[src/hdl/dzcpu_defines.svh]
`ifndef DZCPU_DEFINES_SVH
`define DZCPU_DEFINES_SVH

// Bus widths
`define DZ_DATA_W 8
`define DZ_ADDR_W 16

// Reset values
`define DZ_RESET_PC   16'h0000
`define DZ_FLAGS_INIT 8'hB0

// Flag bit positions, low nibble stays zero
`define DZ_FLAG_Z 7
`define DZ_FLAG_N 6
`define DZ_FLAG_H 5
`define DZ_FLAG_C 4

// Microcode store
`define DZ_UPC_W      4
`define DZ_UROM_DEPTH 10

`endif
[src/hdl/dzcpuPkg.sv]
`include "dzcpu_defines.svh"

package dzcpuPkg;

  // One opcode byte, seen as a load or as an operate instruction
  typedef union packed {
    struct packed {
      logic [1:0] group;
      logic [2:0] dst;
      logic [2:0] src;
    } ld;
    struct packed {
      logic [1:0] group;
      logic [2:0] op;     // ALU op or jump condition
      logic [2:0] src;
    } opr;
  } zInsnT;

  typedef enum logic [2:0] {
    aluAdd, aluSub, aluAnd, aluXor, aluOr, aluCp, aluInc, aluDec
  } aluOpT;

  typedef enum logic [2:0] {
    cmdNone, cmdFetch, cmdRegFromBus, cmdRegFromReg, cmdAlu, cmdTempLo, cmdTempHi, cmdJump
  } uCmdT;

  typedef enum logic [1:0] {memNone, memRead, memWrite} memOpT;

  typedef enum logic {addrPc, addrHl} addrSelT;

  typedef enum logic [1:0] {eofNever, eofAlways, eofIfCondFalse} eofT;

  typedef struct packed {
    uCmdT    cmd;
    memOpT   memOp;
    addrSelT addrSel;
    logic    incPc;
    eofT     eof;
  } uopT;

endpackage

[src/hdl/memAccessIf.sv]
`timescale 1ns/1ps
`include "dzcpu_defines.svh"

interface memAccessIf;
  logic                  start;   // One-cycle request pulse
  logic                  write;
  logic [`DZ_ADDR_W-1:0] addr;
  logic [`DZ_DATA_W-1:0] wData;
  logic [`DZ_DATA_W-1:0] rData;   // Held until next start
  logic                  done;

  modport control (output start, output write, input done, input rData);

  modport data (output addr, output wData, input rData);

  modport master (
    input start, input write, input addr, input wData,
    output rData, output done
  );
endinterface

[src/hdl/dzcpuTop.sv]
`timescale 1ns/1ps
`include "dzcpu_defines.svh"

module dzcpuTop
(
  input  logic                  iClock,
  input  logic                  rst,
  output logic                  memReq,
  input  logic                  memAck,
  output logic                  memWe,
  output logic [`DZ_ADDR_W-1:0] memAddr,
  output logic [`DZ_DATA_W-1:0] memWData,
  input  logic [`DZ_DATA_W-1:0] memRData,
  output logic                  flowEnd
);
  memAccessIf memBus ();

  dzcpuPkg::uopT         uop;
  dzcpuPkg::zInsnT       insn;
  logic                  fire;
  logic [`DZ_DATA_W-1:0] flags;

  microSequencer seq0 (
    .iClock(iClock), .rst(rst),
    .mem(memBus.control),
    .flags(flags),
    .uop(uop), .insn(insn),
    .fire(fire), .flowEnd(flowEnd)
  );

  datapath dp0 (
    .iClock(iClock), .rst(rst),
    .mem(memBus.data),
    .uop(uop), .insn(insn),
    .fire(fire), .flags(flags)
  );

  busMaster bus0 (
    .iClock(iClock), .rst(rst),
    .mem(memBus.master),
    .memReq(memReq), .memWe(memWe),
    .memAddr(memAddr), .memWData(memWData),
    .memAck(memAck), .memRData(memRData)
  );
endmodule

[src/hdl/microSequencer.sv]
`timescale 1ns/1ps
`include "dzcpu_defines.svh"

module microSequencer
(
  input  logic                  iClock,
  input  logic                  rst,
  memAccessIf.control           mem,
  input  logic [`DZ_DATA_W-1:0] flags,
  output dzcpuPkg::uopT         uop,
  output dzcpuPkg::zInsnT       insn,
  output logic                  fire,
  output logic                  flowEnd
);
  // Flow entry points in the microcode store
  localparam logic [`DZ_UPC_W-1:0] upcFetch  = 4'd0;
  localparam logic [`DZ_UPC_W-1:0] upcNop    = 4'd1;
  localparam logic [`DZ_UPC_W-1:0] upcLdN    = 4'd2;
  localparam logic [`DZ_UPC_W-1:0] upcLdRR   = 4'd3;
  localparam logic [`DZ_UPC_W-1:0] upcLdAHl  = 4'd4;
  localparam logic [`DZ_UPC_W-1:0] upcLdHlA  = 4'd5;
  localparam logic [`DZ_UPC_W-1:0] upcAlu    = 4'd6;
  localparam logic [`DZ_UPC_W-1:0] upcJpLo   = 4'd7;
  localparam logic [`DZ_UPC_W-1:0] upcJpHi   = 4'd8;
  localparam logic [`DZ_UPC_W-1:0] upcJpGo   = 4'd9;

  typedef enum logic [1:0] {seqReset, seqIssue, seqBusy} seqStateT;

  seqStateT              state;
  logic [`DZ_UPC_W-1:0]  upc;
  dzcpuPkg::zInsnT       insnReg;
  dzcpuPkg::uopT         uRom [`DZ_UROM_DEPTH];
  logic                  condTrue;
  logic                  eofHit;

  function automatic logic [`DZ_UPC_W-1:0] flowLookup(dzcpuPkg::zInsnT op);
    logic [`DZ_UPC_W-1:0] idx;
    idx = upcNop;                       // Anything unknown runs as NOP
    case (op.ld.group)
      2'd0:
        if (op.ld.dst != 3'd6)
          case (op.ld.src)
            3'b110:         idx = upcLdN;
            3'b100, 3'b101: idx = upcAlu;  // INC/DEC
            default:        idx = upcNop;
          endcase
      2'd1:
        if (op.ld.dst == 3'd6 && op.ld.src == 3'd7)
          idx = upcLdHlA;
        else if (op.ld.dst == 3'd7 && op.ld.src == 3'd6)
          idx = upcLdAHl;
        else if (op.ld.dst != 3'd6 && op.ld.src != 3'd6)
          idx = upcLdRR;
      2'd2:
        if (op.opr.src != 3'd6 && op.opr.op != 3'd1 && op.opr.op != 3'd3)
          idx = upcAlu;                 // No ADC/SBC
      default:
        if (op == 8'hC3 || (!op.opr.op[2] && op.opr.src == 3'b010))
          idx = upcJpLo;
    endcase
    return idx;
  endfunction

  always_comb
  begin
    uRom[upcFetch] = '{dzcpuPkg::cmdFetch, dzcpuPkg::memRead, dzcpuPkg::addrPc, 1'b1,
                       dzcpuPkg::eofNever};
    uRom[upcNop]   = '{dzcpuPkg::cmdNone, dzcpuPkg::memNone, dzcpuPkg::addrPc, 1'b0,
                       dzcpuPkg::eofAlways};
    uRom[upcLdN]   = '{dzcpuPkg::cmdRegFromBus, dzcpuPkg::memRead, dzcpuPkg::addrPc, 1'b1,
                       dzcpuPkg::eofAlways};
    uRom[upcLdRR]  = '{dzcpuPkg::cmdRegFromReg, dzcpuPkg::memNone, dzcpuPkg::addrPc, 1'b0,
                       dzcpuPkg::eofAlways};
    uRom[upcLdAHl] = '{dzcpuPkg::cmdRegFromBus, dzcpuPkg::memRead, dzcpuPkg::addrHl, 1'b0,
                       dzcpuPkg::eofAlways};
    uRom[upcLdHlA] = '{dzcpuPkg::cmdNone, dzcpuPkg::memWrite, dzcpuPkg::addrHl, 1'b0,
                       dzcpuPkg::eofAlways};
    uRom[upcAlu]   = '{dzcpuPkg::cmdAlu, dzcpuPkg::memNone, dzcpuPkg::addrPc, 1'b0,
                       dzcpuPkg::eofAlways};
    uRom[upcJpLo]  = '{dzcpuPkg::cmdTempLo, dzcpuPkg::memRead, dzcpuPkg::addrPc, 1'b1,
                       dzcpuPkg::eofNever};
    uRom[upcJpHi]  = '{dzcpuPkg::cmdTempHi, dzcpuPkg::memRead, dzcpuPkg::addrPc, 1'b1,
                       dzcpuPkg::eofIfCondFalse};
    uRom[upcJpGo]  = '{dzcpuPkg::cmdJump, dzcpuPkg::memNone, dzcpuPkg::addrPc, 1'b0,
                       dzcpuPkg::eofAlways};
  end

  assign uop  = uRom[upc];
  assign insn = insnReg;

  always_comb
  begin
    case (insnReg.opr.op[1:0])
      2'd0:    condTrue = ~flags[`DZ_FLAG_Z];  // NZ
      2'd1:    condTrue = flags[`DZ_FLAG_Z];
      2'd2:    condTrue = ~flags[`DZ_FLAG_C];  // NC
      default: condTrue = flags[`DZ_FLAG_C];
    endcase
    if (insnReg.opr.src[0])
      condTrue = 1'b1;                      // JP nn
  end

  always_comb
  begin
    case (uop.eof)
      dzcpuPkg::eofAlways:      eofHit = 1'b1;
      dzcpuPkg::eofIfCondFalse: eofHit = ~condTrue;
      default:                  eofHit = 1'b0;
    endcase
  end

  assign mem.start = (state == seqIssue) && (uop.memOp != dzcpuPkg::memNone);
  assign mem.write = (uop.memOp == dzcpuPkg::memWrite);
  assign fire      = (state == seqBusy) && ((uop.memOp == dzcpuPkg::memNone) || mem.done);
  assign flowEnd   = fire && eofHit;

  always_ff @(posedge iClock)
  begin
    if (rst)
    begin
      state   <= seqReset;
      upc     <= upcFetch;
      insnReg <= '0;
    end
    else
    begin
      case (state)
        seqReset: state <= seqIssue;
        seqIssue: state <= seqBusy;
        seqBusy:
          if (fire)
          begin
            state <= seqIssue;
            if (eofHit)
              upc <= upcFetch;
            else if (upc == upcFetch)
            begin
              upc     <= flowLookup(dzcpuPkg::zInsnT'(mem.rData));
              insnReg <= dzcpuPkg::zInsnT'(mem.rData);  // Opcode latch
            end
            else
              upc <= upc + 1'b1;
          end
        default: state <= seqReset;
      endcase
    end
  end
endmodule

[src/hdl/datapath.sv]
`timescale 1ns/1ps
`include "dzcpu_defines.svh"

module datapath
(
  input  logic                  iClock,
  input  logic                  rst,
  memAccessIf.data              mem,
  input  dzcpuPkg::uopT         uop,
  input  dzcpuPkg::zInsnT       insn,
  input  logic                  fire,
  output logic [`DZ_DATA_W-1:0] flags
);
  logic [`DZ_DATA_W-1:0] regFile [8];   // B C D E H L - A
  logic [`DZ_ADDR_W-1:0] pc;
  logic [`DZ_ADDR_W-1:0] jumpTemp;
  dzcpuPkg::aluOpT       aluOp;
  logic                  incDec;
  logic [2:0]            aluDst;
  logic [`DZ_DATA_W-1:0] aluA;
  logic [`DZ_DATA_W-1:0] aluResult;
  logic [`DZ_DATA_W-1:0] aluFlags;

  assign mem.addr  = (uop.addrSel == dzcpuPkg::addrHl) ? {regFile[4], regFile[5]} : pc;
  assign mem.wData = regFile[insn.ld.src];

  // Opcode to ALU operation
  always_comb
  begin
    aluOp  = dzcpuPkg::aluAdd;
    incDec = 1'b0;
    if (insn.ld.group == 2'd0)
    begin
      incDec = 1'b1;
      aluOp  = insn.ld.src[0] ? dzcpuPkg::aluDec : dzcpuPkg::aluInc;
    end
    else
    begin
      case (insn.opr.op)
        3'd2:    aluOp = dzcpuPkg::aluSub;
        3'd4:    aluOp = dzcpuPkg::aluAnd;
        3'd5:    aluOp = dzcpuPkg::aluXor;
        3'd6:    aluOp = dzcpuPkg::aluOr;
        3'd7:    aluOp = dzcpuPkg::aluCp;
        default: aluOp = dzcpuPkg::aluAdd;
      endcase
    end
  end

  assign aluDst = incDec ? insn.ld.dst : 3'd7;
  assign aluA   = regFile[aluDst];

  aluUnit alu0 (
    .op(aluOp),
    .a(aluA),
    .b(regFile[insn.opr.src]),
    .flagsIn(flags),
    .result(aluResult),
    .flagsOut(aluFlags)
  );

  always_ff @(posedge iClock)
  begin
    if (rst)
    begin
      for (int i = 0; i < 8; i++)
        regFile[i] <= '0;
      pc    <= `DZ_RESET_PC;
      flags <= `DZ_FLAGS_INIT;
    end
    else if (fire)
    begin
      if (uop.cmd == dzcpuPkg::cmdJump)
        pc <= jumpTemp;
      else if (uop.incPc)
        pc <= pc + 1'b1;
      case (uop.cmd)
        dzcpuPkg::cmdRegFromBus: regFile[insn.ld.dst] <= mem.rData;
        dzcpuPkg::cmdRegFromReg: regFile[insn.ld.dst] <= regFile[insn.ld.src];
        dzcpuPkg::cmdAlu:
        begin
          flags <= aluFlags;
          if (aluOp != dzcpuPkg::aluCp)
            regFile[aluDst] <= aluResult;  // CP only compares
        end
        default: ;
      endcase
    end
  end

  always_ff @(posedge iClock)
  begin
    if (fire && uop.cmd == dzcpuPkg::cmdTempLo)
      jumpTemp[7:0] <= mem.rData;
    if (fire && uop.cmd == dzcpuPkg::cmdTempHi)
      jumpTemp[15:8] <= mem.rData;
  end
endmodule

[src/hdl/busMaster.sv]
`timescale 1ns/1ps
`include "dzcpu_defines.svh"

module busMaster
(
  input  logic                  iClock,
  input  logic                  rst,
  memAccessIf.master            mem,
  output logic                  memReq,
  output logic                  memWe,
  output logic [`DZ_ADDR_W-1:0] memAddr,
  output logic [`DZ_DATA_W-1:0] memWData,
  input  logic                  memAck,
  input  logic [`DZ_DATA_W-1:0] memRData
);
  typedef enum logic [1:0] {busIdle, busReq, busRelease} busStateT;

  busStateT              state;
  logic [`DZ_DATA_W-1:0] readData;

  assign mem.rData = readData;
  assign mem.done  = (state == busRelease) && !memAck;  // Handshake closed

  always_ff @(posedge iClock)
  begin
    if (rst)
    begin
      state  <= busIdle;
      memReq <= 1'b0;
      memWe  <= 1'b0;
    end
    else
    begin
      case (state)
        busIdle:
          if (mem.start)
          begin
            memReq <= 1'b1;
            memWe  <= mem.write;
            state  <= busReq;
          end
        busReq:
          if (memAck)
          begin
            memReq <= 1'b0;
            state  <= busRelease;
          end
        busRelease:
          if (!memAck)
          begin
            memWe <= 1'b0;
            state <= busIdle;
          end
        default: state <= busIdle;
      endcase
    end
  end

  always_ff @(posedge iClock)
  begin
    if (state == busIdle && mem.start)
    begin
      memAddr  <= mem.addr;
      memWData <= mem.wData;
    end
    if (state == busReq && memAck)
      readData <= memRData;   // Valid while ack is high
  end
endmodule

[src/hdl/aluUnit.sv]
`timescale 1ns/1ps
`include "dzcpu_defines.svh"

module aluUnit
(
  input  dzcpuPkg::aluOpT       op,
  input  logic [`DZ_DATA_W-1:0] a,
  input  logic [`DZ_DATA_W-1:0] b,
  input  logic [`DZ_DATA_W-1:0] flagsIn,
  output logic [`DZ_DATA_W-1:0] result,
  output logic [`DZ_DATA_W-1:0] flagsOut
);
  logic [4:0] halfAdd;
  logic       nf;
  logic       hf;
  logic       cf;

  assign halfAdd = {1'b0, a[3:0]} + {1'b0, b[3:0]};

  always_comb
  begin
    result = a;
    nf     = 1'b0;
    hf     = 1'b0;
    cf     = flagsIn[`DZ_FLAG_C];   // Kept by INC/DEC
    case (op)
      dzcpuPkg::aluAdd:
      begin
        {cf, result} = {1'b0, a} + {1'b0, b};
        hf = halfAdd[4];
      end
      dzcpuPkg::aluSub, dzcpuPkg::aluCp:
      begin
        {cf, result} = {1'b0, a} - {1'b0, b};  // Bit 8 is the borrow
        nf = 1'b1;
        hf = a[3:0] < b[3:0];
      end
      dzcpuPkg::aluAnd:
      begin
        result = a & b;
        hf     = 1'b1;
        cf     = 1'b0;
      end
      dzcpuPkg::aluXor:
      begin
        result = a ^ b;
        cf     = 1'b0;
      end
      dzcpuPkg::aluOr:
      begin
        result = a | b;
        cf     = 1'b0;
      end
      dzcpuPkg::aluInc:
      begin
        result = a + 1'b1;
        hf     = (result[3:0] == 4'h0);
      end
      default:
      begin
        result = a - 1'b1;            // DEC
        nf     = 1'b1;
        hf     = (result[3:0] == 4'hF);
      end
    endcase
  end

  always_comb
  begin
    flagsOut             = '0;
    flagsOut[`DZ_FLAG_Z] = (result == '0);
    flagsOut[`DZ_FLAG_N] = nf;
    flagsOut[`DZ_FLAG_H] = hf;
    flagsOut[`DZ_FLAG_C] = cf;
  end
endmodule

[config.mk]
export PLATFORM = sky130hd
export DESIGN_NAME = dzcpuTop
export DESIGN_NICKNAME = d
export VERILOG_FILES = /design/src/hdl/dzcpuPkg.sv /design/src/hdl/memAccessIf.sv /design/src/hdl/dzcpuTop.sv /design/src/hdl/microSequencer.sv /design/src/hdl/datapath.sv /design/src/hdl/busMaster.sv /design/src/hdl/aluUnit.sv
export VERILOG_INCLUDE_DIRS = /design/src /design/src/hdl
export SDC_FILE = /design/constraint.sdc
export NUM_CORES = 1
export LEC_CHECK = 0
export BUFFER_PORTS_ARGS = -buffer_cell sky130_fd_sc_hd__buf_2
export CORE_MARGIN = 2
export CORE_UTILIZATION = 60
export DETAILED_ROUTE_END_ITERATION = 8
export GPL_TIMING_DRIVEN = 0
export PLACE_DENSITY = 0.85
export SLEW_MARGIN = 30
export SYNTH_ARGS = -nofsm -noshare
export SYNTH_HDL_FRONTEND = slang
export SYNTH_SLANG_ARGS = --single-unit
[constraint.sdc]
create_clock -name iClock -period 5.1 [get_ports iClock]
set_input_delay 1.02 -clock iClock [delete_from_list [all_inputs] [get_ports iClock]]
set_output_delay 1.02 -clock iClock [all_outputs]
set_load 0.01 [all_outputs]
# Word level (Yosys, flattened, before mapping)

Memory sizes are Yosys's and may differ from the RTL's. A register that Yosys moved wholly into a read port is not among the register bits.
Index checks and enable logic that the tools add are counted.

Flip-flop bits (word level): 86
Bits in latches: 0
Bits in writable memories: 64
Memory bits (read-only): 144
Bits of input ports: 11
Output and inout bits: 27
Memories kept: 2

Add/sub/neg operators: 7
Multipliers: 0
Divide/modulo/power cells: 0
Magnitude comparators: 2
Eq/ne operators: 46
Shift operators: 0
Mux-type cells: 63
Bitwise operators: 9
Reductions and logical operators: 48

Memory list:

| memory           | depth | width | read ports | clocked after Yosys merged registers in | wr ports | RTL line             | source |
|---|---|---|---|---|---|---|---|
| (name not given) | 16    | 9     | 1          | 0                                       | 0        | microSequencer.sv:88 | `assign uop = uRom[upc];` |
| dp0.regFile      | 8     | 8     | 4          | 1                                       | 8        | datapath.sv:14       | `` logic [`DZ_DATA_W-1:0] regFile [8]; `` |

Operator list:

| cell                                           | count |
|---|---|
| == test 3 bit (second input constant)          | 17 |
| 2-to-1 mux 16 bit                              | 3 |
| case mux 8 bit (6 select lines)                | 1 |
| 2-to-1 mux 1 bit                               | 25 |
| 2-to-1 mux 3 bit                               | 8 |
| 2-to-1 mux 8 bit                               | 3 |
| 2-to-1 mux 4 bit                               | 5 |
| == test 3 x 2 -> 1 bit (second input constant) | 6 |
| 2-to-1 mux 9 bit                               | 2 |
| adder 16 x 1 -> 16 bit (second input constant) | 1 |
| OR reduction 8 bit                             | 2 |
| case mux 3 bit (5 select lines)                | 1 |
| logical AND 1 bit                              | 14 |
| == test 2 bit (second input constant)          | 6 |
| logical NOT 2 bit                              | 6 |
| case mux 2 bit (3 select lines)                | 2 |
| case mux 4 bit (3 select lines)                | 1 |
| AND reduction 3 bit                            | 4 |
| == test 2 x 1 -> 1 bit (second input constant) | 5 |
| 2-to-1 mux 2 bit                               | 5 |
| adder 8 x 8 -> 9 bit                           | 1 |
| inequality test 3 bit (second input constant)  | 3 |
| subtractor 8 x 8 -> 9 bit                      | 1 |
| adder 8 x 1 -> 8 bit (second input constant)   | 1 |
| 34 further kinds                               | 52 |

# Logic depth before layout (Yosys ltp)

Gate-level depths: netlist of the first run.

Word-level depth: 14
Depth in mapped cells: 19
Mapped depth without buffers: 15

# By module

From an unflattened synthesis of the first run, not the netlist that was laid out.

Cells, all modules: 996
Area total of the unflattened synthesis: 9708.1 sq um

By module, submodules not included:

| module         | times used | cells each | area an instance (sq um) |
|---|---|---|---|
| datapath       | 1          | 564        | 5778.0 |
| aluUnit        | 1          | 252        | 1721.7 |
| busMaster      | 1          | 55         | 1192.4 |
| microSequencer | 1          | 125        | 1016.0 |

# Least setup slack after synthesis of the first run

Ideal clock, no wire load.

Path type: register -> register
From: register with a tool-made name
To: memory dp0.regFile[7][7] (netlist bit), data pin
Setup time: 0.272 ns
Arrival time: 4.037 ns
Data required time: 4.828 ns
Path slack: 0.791 ns
Cell stages (with the launch flop): 16
Buffers on the path: 2
Path through: dfxtp_1 > clkbuf_1 > buf_1 > mux4_2 > mux2_2 > inv_1 > ha_1 > nor2b_1 > o21a_1 > a311oi_1 > a21oi_1 > xnor2_1 > a211o_1 > o22ai_1 > mux2_2 > nor2_1

RTL lines:

| item             | RTL line |
|---|---|
| end: declaration | datapath.sv:14 |

==> results of run 1 <==
## through the flow
| stage | utilization | hold slack [ns] | worst slack, ns | setup TNS (ns) |
|---|---|---|---|---|
| 6_report | 0.6928 | 0.4582 | 0.2989 | 0 |
| 5_1_grt | 0.6928 | 0.4847 | 0.05073 | 0 |
| 4_1_cts | 0.6899 | 0.4573 | 0.04484 | 0 |
| 3_5_place_dp | 0.6491 | 0.4466 | -0.1964 | -4.901 |
| 3_3_place_gp | 0.6486 | 0.4268 | -0.1205 | -1.868 |
| 2_1_floorplan | - | 0.4174 | 0.7910 | 0 |
## power by group
| group | leakage (nW) | switching (mW) | internal, mW | total, mW |
|---|---|---|---|---|
| registers | 1.42 | 0.0273 | 1.36 | 1.39 |
| logic | 1.85 | 0.147 | 0.0816 | 0.229 |
| clock network | 0.286 | 0.516 | 0.741 | 1.26 |
| total | 3.56 | 0.690 | 2.18 | 2.87 |
## synthesized netlist by cell type, drive strengths merged (20+ instances only)
| cell type | count | area (µm²) |
|---|---|---|
| nand3 | 24 | 120.1 |
| nand2 | 56 | 210.2 |
| clkbuf | 44 | 165.2 |
| inv | 30 | 112.6 |
| nand2b | 20 | 125.1 |
| ha | 34 | 425.4 |
| o22ai | 22 | 143.9 |
| a21oi | 53 | 265.3 |
| nor2 | 116 | 435.4 |
| nor2b | 25 | 156.4 |
| edfxtp | 112 | 3363 |
| mux2i | 30 | 304.0 |
| dfxtp | 39 | 780.8 |
| mux2 | 32 | 360.3 |
| o21ai | 48 | 247.7 |
## worst paths after layout
path                                            startpoint                              end  slack, ns  depth (start not counted)
worst min-delay path            seq0.state[1]$_SDFFE_PP0P_       seq0.state[0]$_SDFFE_PP0P_       0.46                          1
worst max register to register   seq0.insn[3]$_SDFFE_PP0P_  dp0.regFile[7][5]$_SDFFCE_PN0P_       0.30                         16
worst min register to register  seq0.state[1]$_SDFFE_PP0P_       seq0.state[0]$_SDFFE_PP0P_       0.46                          1
worst max-delay path             seq0.insn[3]$_SDFFE_PP0P_  dp0.regFile[7][5]$_SDFFCE_PN0P_       0.30                         16
## critical path, cell delays in order, from the launching register on
cell	delay [ns]
dfxtp_1	0.30
buf_2	0.26
buf_6	0.20
mux2_1	0.36
a221o_1	0.33
o22ai_1	0.46
inv_1	0.23
ha_1	0.34
clkbuf_1	0.29
inv_1	0.12
a311oi_2	0.39
nor2_1	0.08
o221ai_1	0.17
o211ai_1	0.15
a221oi_1	0.36
mux2_2	0.42
nor2_1	0.07
## kinds of logic after synthesis
kind of cell,share of synthesized area
compound gates,0.1507
xor+xnor,0.01350
fa+ha+maj,0.05125
buf+inv,0.03995
flops,0.4563
mux,0.1178
simple gates,0.1705
## repair_timing
item | 4_1_cts | 5_1_grt
setup buffers | 0 | 1
resized for setup | 2 | 11
pin swaps | 0 | 1
endpoints found under the setup margin | 33 | 33
## metal layers
metal,vias up,wire [µm],track usage
li1,3434,-,-
met4,0,1498,0.1868
met1,3571,9895,0.4462
met5,-,0,0
met2,568,11340,0.4934
met3,113,2969,0.05988
## layout make-up
cell class	count	area, µm²	share of cell area
multi-input cells	651	4621	0.4554
plain buffers	58	247.7	0.02442
repair buffers	38	192.7	0.01899
clock inverters	12	142.6	0.01406
well taps	184	230.2	0.02269
clock buffers	20	446.7	0.04403
flip-flops and latches	151	4145	0.4086
inverters	31	120.1	0.01184
## flip-flops by register name, summed over array words and instances, names as in the netlist, named ones only
| name | cells |
|---|---|
| seq0.state | 2 |
| dp0.pc | 16 |
| bus0.memReq | 1 |
| bus0.mem.rData | 8 |
| bus0.memAddr | 16 |
| bus0.memWData | 8 |
| seq0.insn | 8 |
| dp0.jumpTemp | 16 |
| seq0.upc | 4 |
| bus0.memWe | 1 |
| bus0.state | 2 |
| dp0.flags | 2 |
| dp0.regFile | 64 |
==> impl_metrics.csv, run 1 <==
group,metric,value,unit
detailed_routing,vias_per_cell,6.713,
detailed_routing,first_pass_iters,6,
timing,maxSlewHeadroom,0.3437,
pwr,powerDensity,283.4,nW/µm²
timing,finalSetupViolations,0,
clock_tree,cts_max_path_buffers,2,
critical_path,worstSetupPathType,"reg2reg",
logic_synthesis,ys_types,77,
detailed_routing,detail-route-antenna-nets,0,
placed_design,dp_cells,1113,
logic_synthesis,netlist_area,9082,µm²
layout,antennaDiodeCount,0,
grt,grt_overflow,0,
timing,fmax,208.3,MHz
critical_path,worstPathArrival,4.96,ns
layout,final_cells,1145,
grt,grt_start_max_net_pins,25,
timing,slew_viol_final,0,
timing,tightest_slew,0.9784,ns
logic_synthesis,synthCells,892,
timing,skew,0.01103,ns
grt,grt_pass1_wl,39.79,mm
critical_path,required,5.26,ns
timing,final_hold_viol_count,0,
floorplanning,die_width,127.0,µm
clock_tree,clock_latency,0.44,ns
detailed_routing,remaining_drc_errors,0,
placed_design,gp_congestion,1.047,
pwr,total_power,2.875,mW
layout,layout-drive-gt1-share,0.1602,
clock_tree,cts_root_buf,"clkbuf_16",
logic_synthesis,synth-seq-cells,151,
clock_tree,path_clk_slew,0.06,ns
timing,finalCritPeriodShare,0.9414,
clock_tree,cts.htree.levels,4,
detailed_routing,wire_per_inst,22.45,µm
layout,final_area,10150,µm²
pwr,p_leak,3.562,nW
clock_tree,tritoncts,"done",
floorplanning,rows,44,
logic_synthesis,yosysSeqAreaShare,0.4563,
critical_path,cp-end-kind,"flip-flop",
logic_synthesis,synth_edf_count,112,
logic_synthesis,async_flop_share,0,
logic_synthesis,synth.avg_cell_area,10.18,µm²
clock_tree,cts_buffers,17,
logic_synthesis,synth_nets,939,
floorplanning,core,14640,µm²
run_status,status,"finished clean",
clock_tree,cts.sinks,151,
layout,filler_cell_count,1079,
detailed_routing,drt_iter0_drc,1222,
placed_design,io_buffers,37,
timing,final.min_clock_period,4.801,ns
floorplanning,die_area,16140,µm²
flow_run,cap_violations,0,
clock_tree,cts_hold_buf,0,
critical_path,critPathLaunchType,"flip-flop",
timing,rsz0062_at_grt,"no",
logic_synthesis,ys.flop_type,"edfxtp_1",
hold_path,hold_path_class,"reg2reg",
detailed_routing,routed_wl,25.71,mm
floorplanning,initial_utilization,0.6202,
layout,area_growth_syn_to_layout,11.71,%
pwr,ir_drop,0.2487,mV
layout,layout_commonest_cell,"nor2_1",
grt,antenna_found_initial,0,
critical_path,critPathMaxFanout,10,
floorplanning,die_y,127.0,µm
placed_design,place_area,9505,µm²
placed_design,dp_hpwl,18.62,mm
floorplanning,num_io_pins,38,
logic_synthesis,yosysWarnings,0,
grt,grt_pass1_vias,7104,
detailed_routing,vias,7686,
layout,nNetsFinal,995,
layout,final_cell_mix,"nor2_1, edfxtp_1, nand2_1, a21oi_1, buf_2",
grt,grt_usage,0.3263,
(Power assumes the default switching activity.)
==> inputs of run 2 (changes only) <==
--- a/config.mk
+++ b/config.mk
@@ -7,6 +7,7 @@
 export NUM_CORES = 1
 export LEC_CHECK = 0
 export BUFFER_PORTS_ARGS = -buffer_cell sky130_fd_sc_hd__buf_2
+export CAP_MARGIN = 20
 export CORE_MARGIN = 2
 export CORE_UTILIZATION = 60
 export DETAILED_ROUTE_END_ITERATION = 8
==> constraint.sdc (replaced) <==
create_clock -name iClock -period 4.49 [get_ports iClock]
set_input_delay 0.898 -clock iClock [delete_from_list [all_inputs] [get_ports iClock]]
set_output_delay 0.898 -clock iClock [all_outputs]
set_load 0.01 [all_outputs]
==> run 2 against run 1 <==
  * Sequential power is 14% higher
  * Via count is 0.83% higher
  * Design area is 1.5% higher
  * Cell count is 0.35% higher
  * Die area stayed put
  * Clock-buffer cell count stayed put
  * Register-to-register slack worse by 0.14 ns
  * Fmax is 11% higher
  * Sequential share of layout area is 0.57 points lower
  * Global-route usage is 0.28 points higher
  * Critical endpoint is now dp0.regFile[5][7]$_SDFFCE_PN0P_
  * Largest power group unchanged
==> impl_metrics.csv, run 2 (synthesis gave the netlist of run 1 again) <==
group,metric,value,unit
critical_path,cp-end-kind,"flip-flop",
timing,final.min_clock_period,4.333,ns
floorplanning,die_y,127.0,µm
grt,grt_usage,0.3292,
detailed_routing,vias_per_cell,6.745,
pwr,ir_drop,0.2839,mV
placed_design,dp_hpwl,18.62,mm
layout,antennaDiodeCount,0,
layout,largest_reg_flops,64,
layout,layout-drive-gt1-share,0.1824,
clock_tree,cts_root_buf,"clkbuf_16",
detailed_routing,routed_wl,26.13,mm
layout,layout_commonest_cell,"nor2_1",
critical_path,required,4.58,ns
timing,maxSlewHeadroom,0.3867,
grt,grt_pass1_wl,40.13,mm
critical_path,critPathLaunchType,"flip-flop",
clock_tree,path_clk_slew,0.06,ns
detailed_routing,drt_iter0_drc,1304,
grt,grt_start_max_net_pins,25,
placed_design,io_buffers,37,
detailed_routing,vias,7750,
timing,skew,0.01043,ns
floorplanning,initial_utilization,0.6202,
critical_path,worstSetupPathType,"reg2reg",
layout,area_growth_syn_to_layout,13.40,%
timing,finalCritPeriodShare,0.9649,
layout,seq_area,4149,µm²
layout,final_area,10300,µm²
clock_tree,clock_latency,0.44,ns
grt,grt_pass1_vias,7186,
timing,finalSetupViolations,0,
timing,fmax,230.8,MHz
detailed_routing,first_pass_iters,6,
floorplanning,die_width,127.0,µm
placed_design,place_area,9505,µm²
critical_path,critPathMaxFanout,11,
clock_tree,cts_buffers,17,
pwr,total_power,3.279,mW
layout,nNetsFinal,999,
detailed_routing,remaining_drc_errors,0,
floorplanning,num_io_pins,38,
floorplanning,rows,44,
floorplanning,core,14640,µm²
clock_tree,tritoncts,"done",
placed_design,gp_congestion,1.047,
grt,antenna_found_initial,0,
grt,grt_overflow,0,
run_status,status,"finished clean",
timing,slew_viol_final,0,
clock_tree,cts_max_path_buffers,2,
clock_tree,cts_hold_buf,0,
flow_run,cap_violations,0,
layout,fin_util,0.7033,
timing,tightest_slew,0.9166,ns
pwr,p_leak,3.631,nW
timing,final_hold_viol_count,0,
clock_tree,cts.htree.levels,4,
layout,final_cell_mix,"nor2_1, edfxtp_1, nand2_1, a21oi_1, buf_2",
detailed_routing,wire_per_inst,22.74,µm
hold_path,hold_path_class,"reg2reg",
layout,filler_cell_count,1047,
detailed_routing,detail-route-antenna-nets,0,
critical_path,worstPathArrival,4.42,ns
critical_path,r2r_slack,0.16,ns
layout,multiInputGateArea,4711,µm²
placed_design,dp_cells,1113,
clock_tree,cts.sinks,151,
floorplanning,die_area,16140,µm²
pwr,powerDensity,318.4,nW/µm²
layout,largest_register,"dp0.regFile",
layout,final_cells,1149,
[run 2: power by group]
group	internal, mW	leakage [nW]	total (mW)	switching [mW]
logic	0.102	1.92	0.274	0.172
clock network	0.841	0.286	1.43	0.586
registers	1.55	1.42	1.58	0.0317
[run 2: repair_timing]
item / 4_1_cts / 5_1_grt
setup buffers: 2 / 6
pin swaps: 2 / 3
endpoints found under the hold margin: 0 / 0
setup endpoints to repair: 58 / 64
gates resized for setup: 18 / 18
[run 2: final cells by class]
class	count	share of cell area
clock buffer	20	0.04337
timing repair buffer	45	0.02502
inverter	31	0.01142
sequential	151	0.4028
buffer	55	0.02381
multi-input combinational	651	0.4574
clock inverter	12	0.01385
tap	184	0.02235
[run 2: path summary, 6_finish.rpt]
path | from | endpoint | cells after the start
hold reg to reg | seq0.state[1]$_SDFFE_PP0P_ | seq0.state[0]$_SDFFE_PP0P_ | 1
setup reg to reg | seq0.upc[0]$_SDFFE_PP0P_ | dp0.regFile[5][7]$_SDFFCE_PN0P_ | 12
setup / recovery | seq0.upc[0]$_SDFFE_PP0P_ | dp0.regFile[5][7]$_SDFFCE_PN0P_ | 12
hold / removal | seq0.state[1]$_SDFFE_PP0P_ | seq0.state[0]$_SDFFE_PP0P_ | 1
[run 2: worst max-delay path: stages, from the launching register on]
cell and delay, ns:
dfxtp_1 0.59, inv_1 0.16, ha_1 0.29, or3_4 0.42, a221oi_4 0.27, o21ai_2 0.13, or3_4 0.43, a311o_1 0.39
o21ai_2 0.10, nand2b_1 0.19, or3b_1 0.46, buf_2 0.20, nand2b_1 0.33
[run 2: metrics by stage]
step	worst slack, ns	setup TNS, ns	hold WS (ns)
5_1_grt	-0.003507	-0.003507	0.4847
4_1_cts	0.008406	0	0.4573
3_3_place_gp	-0.7305	-30.78	0.4268
3_5_place_dp	-0.8064	-33.07	0.4466
2_1_floorplan	0.1810	0	0.4174
6_report	0.1574	0	0.4581
[run 2: per-layer routing]
| layer | global-route usage | up-vias | share of wire |
|---|---|---|---|
| met2 | 0.4899 | 584 | 0.44 |
| met5 | 0 | - | 0 |
| li1 | - | 3436 | - |
| met3 | 0.06868 | 130 | 0.11 |
| met1 | 0.4444 | 3600 | 0.39 |
| met4 | 0.2049 | 0 | 0.064 |
==> inputs of run 3 (changes only) <==
--- a/config.mk
+++ b/config.mk
@@ -13,6 +13,7 @@
 export DETAILED_ROUTE_END_ITERATION = 8
 export GPL_TIMING_DRIVEN = 0
 export PLACE_DENSITY = 0.85
+export RECOVER_POWER = 50
 export SLEW_MARGIN = 30
 export SYNTH_ARGS = -nofsm -noshare
 export SYNTH_HDL_FRONTEND = slang
==> run 3 against run 2 <==
  * Clock-buffer cell count stayed put
  * Via count up 0.70%
  * Utilization fell by 0.26 points
  * Global-route usage is the same
  * Design area down 0.38%
  * Fmax down 0.29%
  * First-iteration DRC count down 6.1%
  * Clock power hardly changed
  * Sequential power is essentially flat
==> impl_metrics.csv, run 3 (synthesis gave the netlist of run 1 again) <==
group,metric,value,unit
run_status,status,"finished clean",
clock_tree,tritoncts,"done",
layout,filler_cell_count,1066,
critical_path,crit_start,"seq0.upc[0]$_SDFFE_PP0P_",
detailed_routing,drt_iter0_drc,1225,
layout,largest_reg_flops,64,
detailed_routing,detail-route-antenna-nets,0,
critical_path,reg2reg_depth,12,
floorplanning,rows,44,
clock_tree,cts_hold_buf,0,
floorplanning,die_y,127.0,µm
floorplanning,die_area,16140,µm²
placed_design,io_buffers,37,
clock_tree,cts_root_buf,"clkbuf_16",
layout,layout_commonest_cell,"nor2_1",
clock_tree,clock_latency,0.43,ns
placed_design,dp_cells,1113,
critical_path,worstSetupPathType,"reg2reg",
clock_tree,cts_buffers,17,
critical_path,r2r_slack,0.14,ns
grt,grt_start_max_net_pins,25,
layout,nNetsFinal,999,
detailed_routing,vias_per_cell,6.792,
timing,finalSetupViolations,0,
clock_tree,cts_max_path_buffers,2,
timing,slew_viol_final,0,
critical_path,worstPathArrival,4.43,ns
grt,grt_pass1_vias,7186,
clock_tree,path_clk_slew,0.06,ns
hold_path,hold_path_class,"reg2reg",
timing,whs,0.4582,ns
grt,antenna_found_initial,0,
timing,skew,0.01038,ns
floorplanning,die_width,127.0,µm
critical_path,critPathLaunchType,"flip-flop",
floorplanning,initial_utilization,0.6202,
timing,final_hold_viol_count,0,
timing,fmax,230.1,MHz
detailed_routing,first_pass_iters,7,
layout,layout-drive-gt1-share,0.1461,
timing,finalCritPeriodShare,0.9677,
flow_run,cap_violations,0,
floorplanning,core,14640,µm²
placed_design,dp_hpwl,18.62,mm
detailed_routing,remaining_drc_errors,0,
pwr,powerDensity,318.6,nW/µm²
timing,final.min_clock_period,4.345,ns
hold_path,holdPathStages,1,
clock_tree,cts.sinks,151,
grt,grt_overflow,0,
hold_path,hold_start,"seq0.state[1]$_SDFFE_PP0P_",
layout,largest_register,"dp0.regFile",
critical_path,r2r-start,"seq0.upc[0]$_SDFFE_PP0P_",
pwr,ir_drop,0.2805,mV
clock_tree,cts.htree.levels,4,
timing,maxSlewHeadroom,0.2828,
layout,final_cells,1149,
floorplanning,num_io_pins,38,
critical_path,reg2reg_to,"dp0.regFile[5][7]$_SDFFCE_PN0P_",
placed_design,gp_congestion,1.047,
pwr,p_leak,3.554,nW
detailed_routing,wire_per_inst,22.72,µm
critical_path,critPathMaxFanout,11,
detailed_routing,routed_wl,26.10,mm
layout,area_growth_syn_to_layout,12.98,%
detailed_routing,vias,7804,
layout,final_cell_mix,"nor2_1, edfxtp_1, clkbuf_1, nand2_1, a21oi_1",
grt,grt_pass1_wl,40.13,mm
layout,antennaDiodeCount,0,
timing,tightest_slew,1.073,ns
hold_path,holdPathEnd,"seq0.state[0]$_SDFFE_PP0P_",
grt,grt_usage,0.3292,
critical_path,cp-end-kind,"flip-flop",
critical_path,required,4.58,ns
## run 3: cell types whose count changed in the layout (fill, tap and decap cells not counted)
cell      change
and2_0        +2
and2_1        -2
buf_2        -27
clkbuf_1     +27
inv_1         +1
inv_2         -1
mux2_1        +6
mux2_2        -6
nor3b_1       +1
nor3b_2       -1
## run 3: how the worst max path moves through the flow
stage                                           end  cells after the start
global placement    dp0.regFile[7][7]$_SDFFCE_PN0P_                     15
floorplan           dp0.regFile[7][7]$_SDFFCE_PN0P_                     15
global route        dp0.regFile[3][6]$_SDFFCE_PN0P_                     15
detailed placement  dp0.regFile[6][6]$_SDFFCE_PN0P_                     15
CTS                 dp0.regFile[4][6]$_SDFFCE_PN0P_                     18
finish              dp0.regFile[5][7]$_SDFFCE_PN0P_                     12
## run 3: what timing repair did
item / in CTS / in global routing
setup endpoints to repair: 58 / 64
hold endpoints to repair: 0 / 0
pin swaps: 2 / 3
buffers inserted: 2 / 6
resized for setup: 18 / 18
## run 3: per-stage QoR
stage	util	area [µm²]	TNS (ns)	power [mW]	worst slack [ns]
after floorplan	-	9082	0	1.764	0.1810
after global placement	0.6486	9498	-30.78	1.848	-0.7305
after detailed placement	0.6491	9505	-33.07	1.855	-0.8064
after CTS	0.6946	10170	0	3.260	0.008406
after global routing	0.7007	10260	-0.003507	3.358	-0.003507
final	0.7007	10260	0	3.270	0.1448
## run 3: final cells by class
type | instances | area (µm²) | area share
Tap cell | 184 | 230.2 | 0.02244
Inverter | 31 | 117.6 | 0.01146
Sequential cell | 151 | 4149 | 0.4043
Clock inverter | 12 | 142.6 | 0.01390
Timing Repair Buffer | 45 | 224.0 | 0.02183
Clock buffer | 20 | 446.7 | 0.04353
Buffer | 55 | 245.2 | 0.02390
Multi-Input combinational cell | 651 | 4706 | 0.4586
## run 3: routing by layer
metal	wire length, µm	global-route usage
met1	10020	0.4444
met2	11300	0.4899
met3	3007	0.06868
met4	1775	0.2049
met5	0	0
## run 3: worst max-delay path, cell delays in order (launching register included)
cell	delay (ns)
dfxtp_1	0.60
inv_1	0.16
ha_1	0.29
or3_4	0.42
a221oi_4	0.27
o21ai_2	0.13
or3_4	0.44
a311o_1	0.39
o21ai_2	0.11
nand2b_1	0.20
or3b_1	0.46
buf_2	0.20
nand2b_1	0.32
## run 3: power breakdown
group          total (mW)  leakage, nW  switching (mW)  internal [mW]
Sequential           1.58         1.42          0.0318           1.55
Combinational       0.268         1.84           0.172         0.0960
Clock                1.42        0.286           0.582          0.841
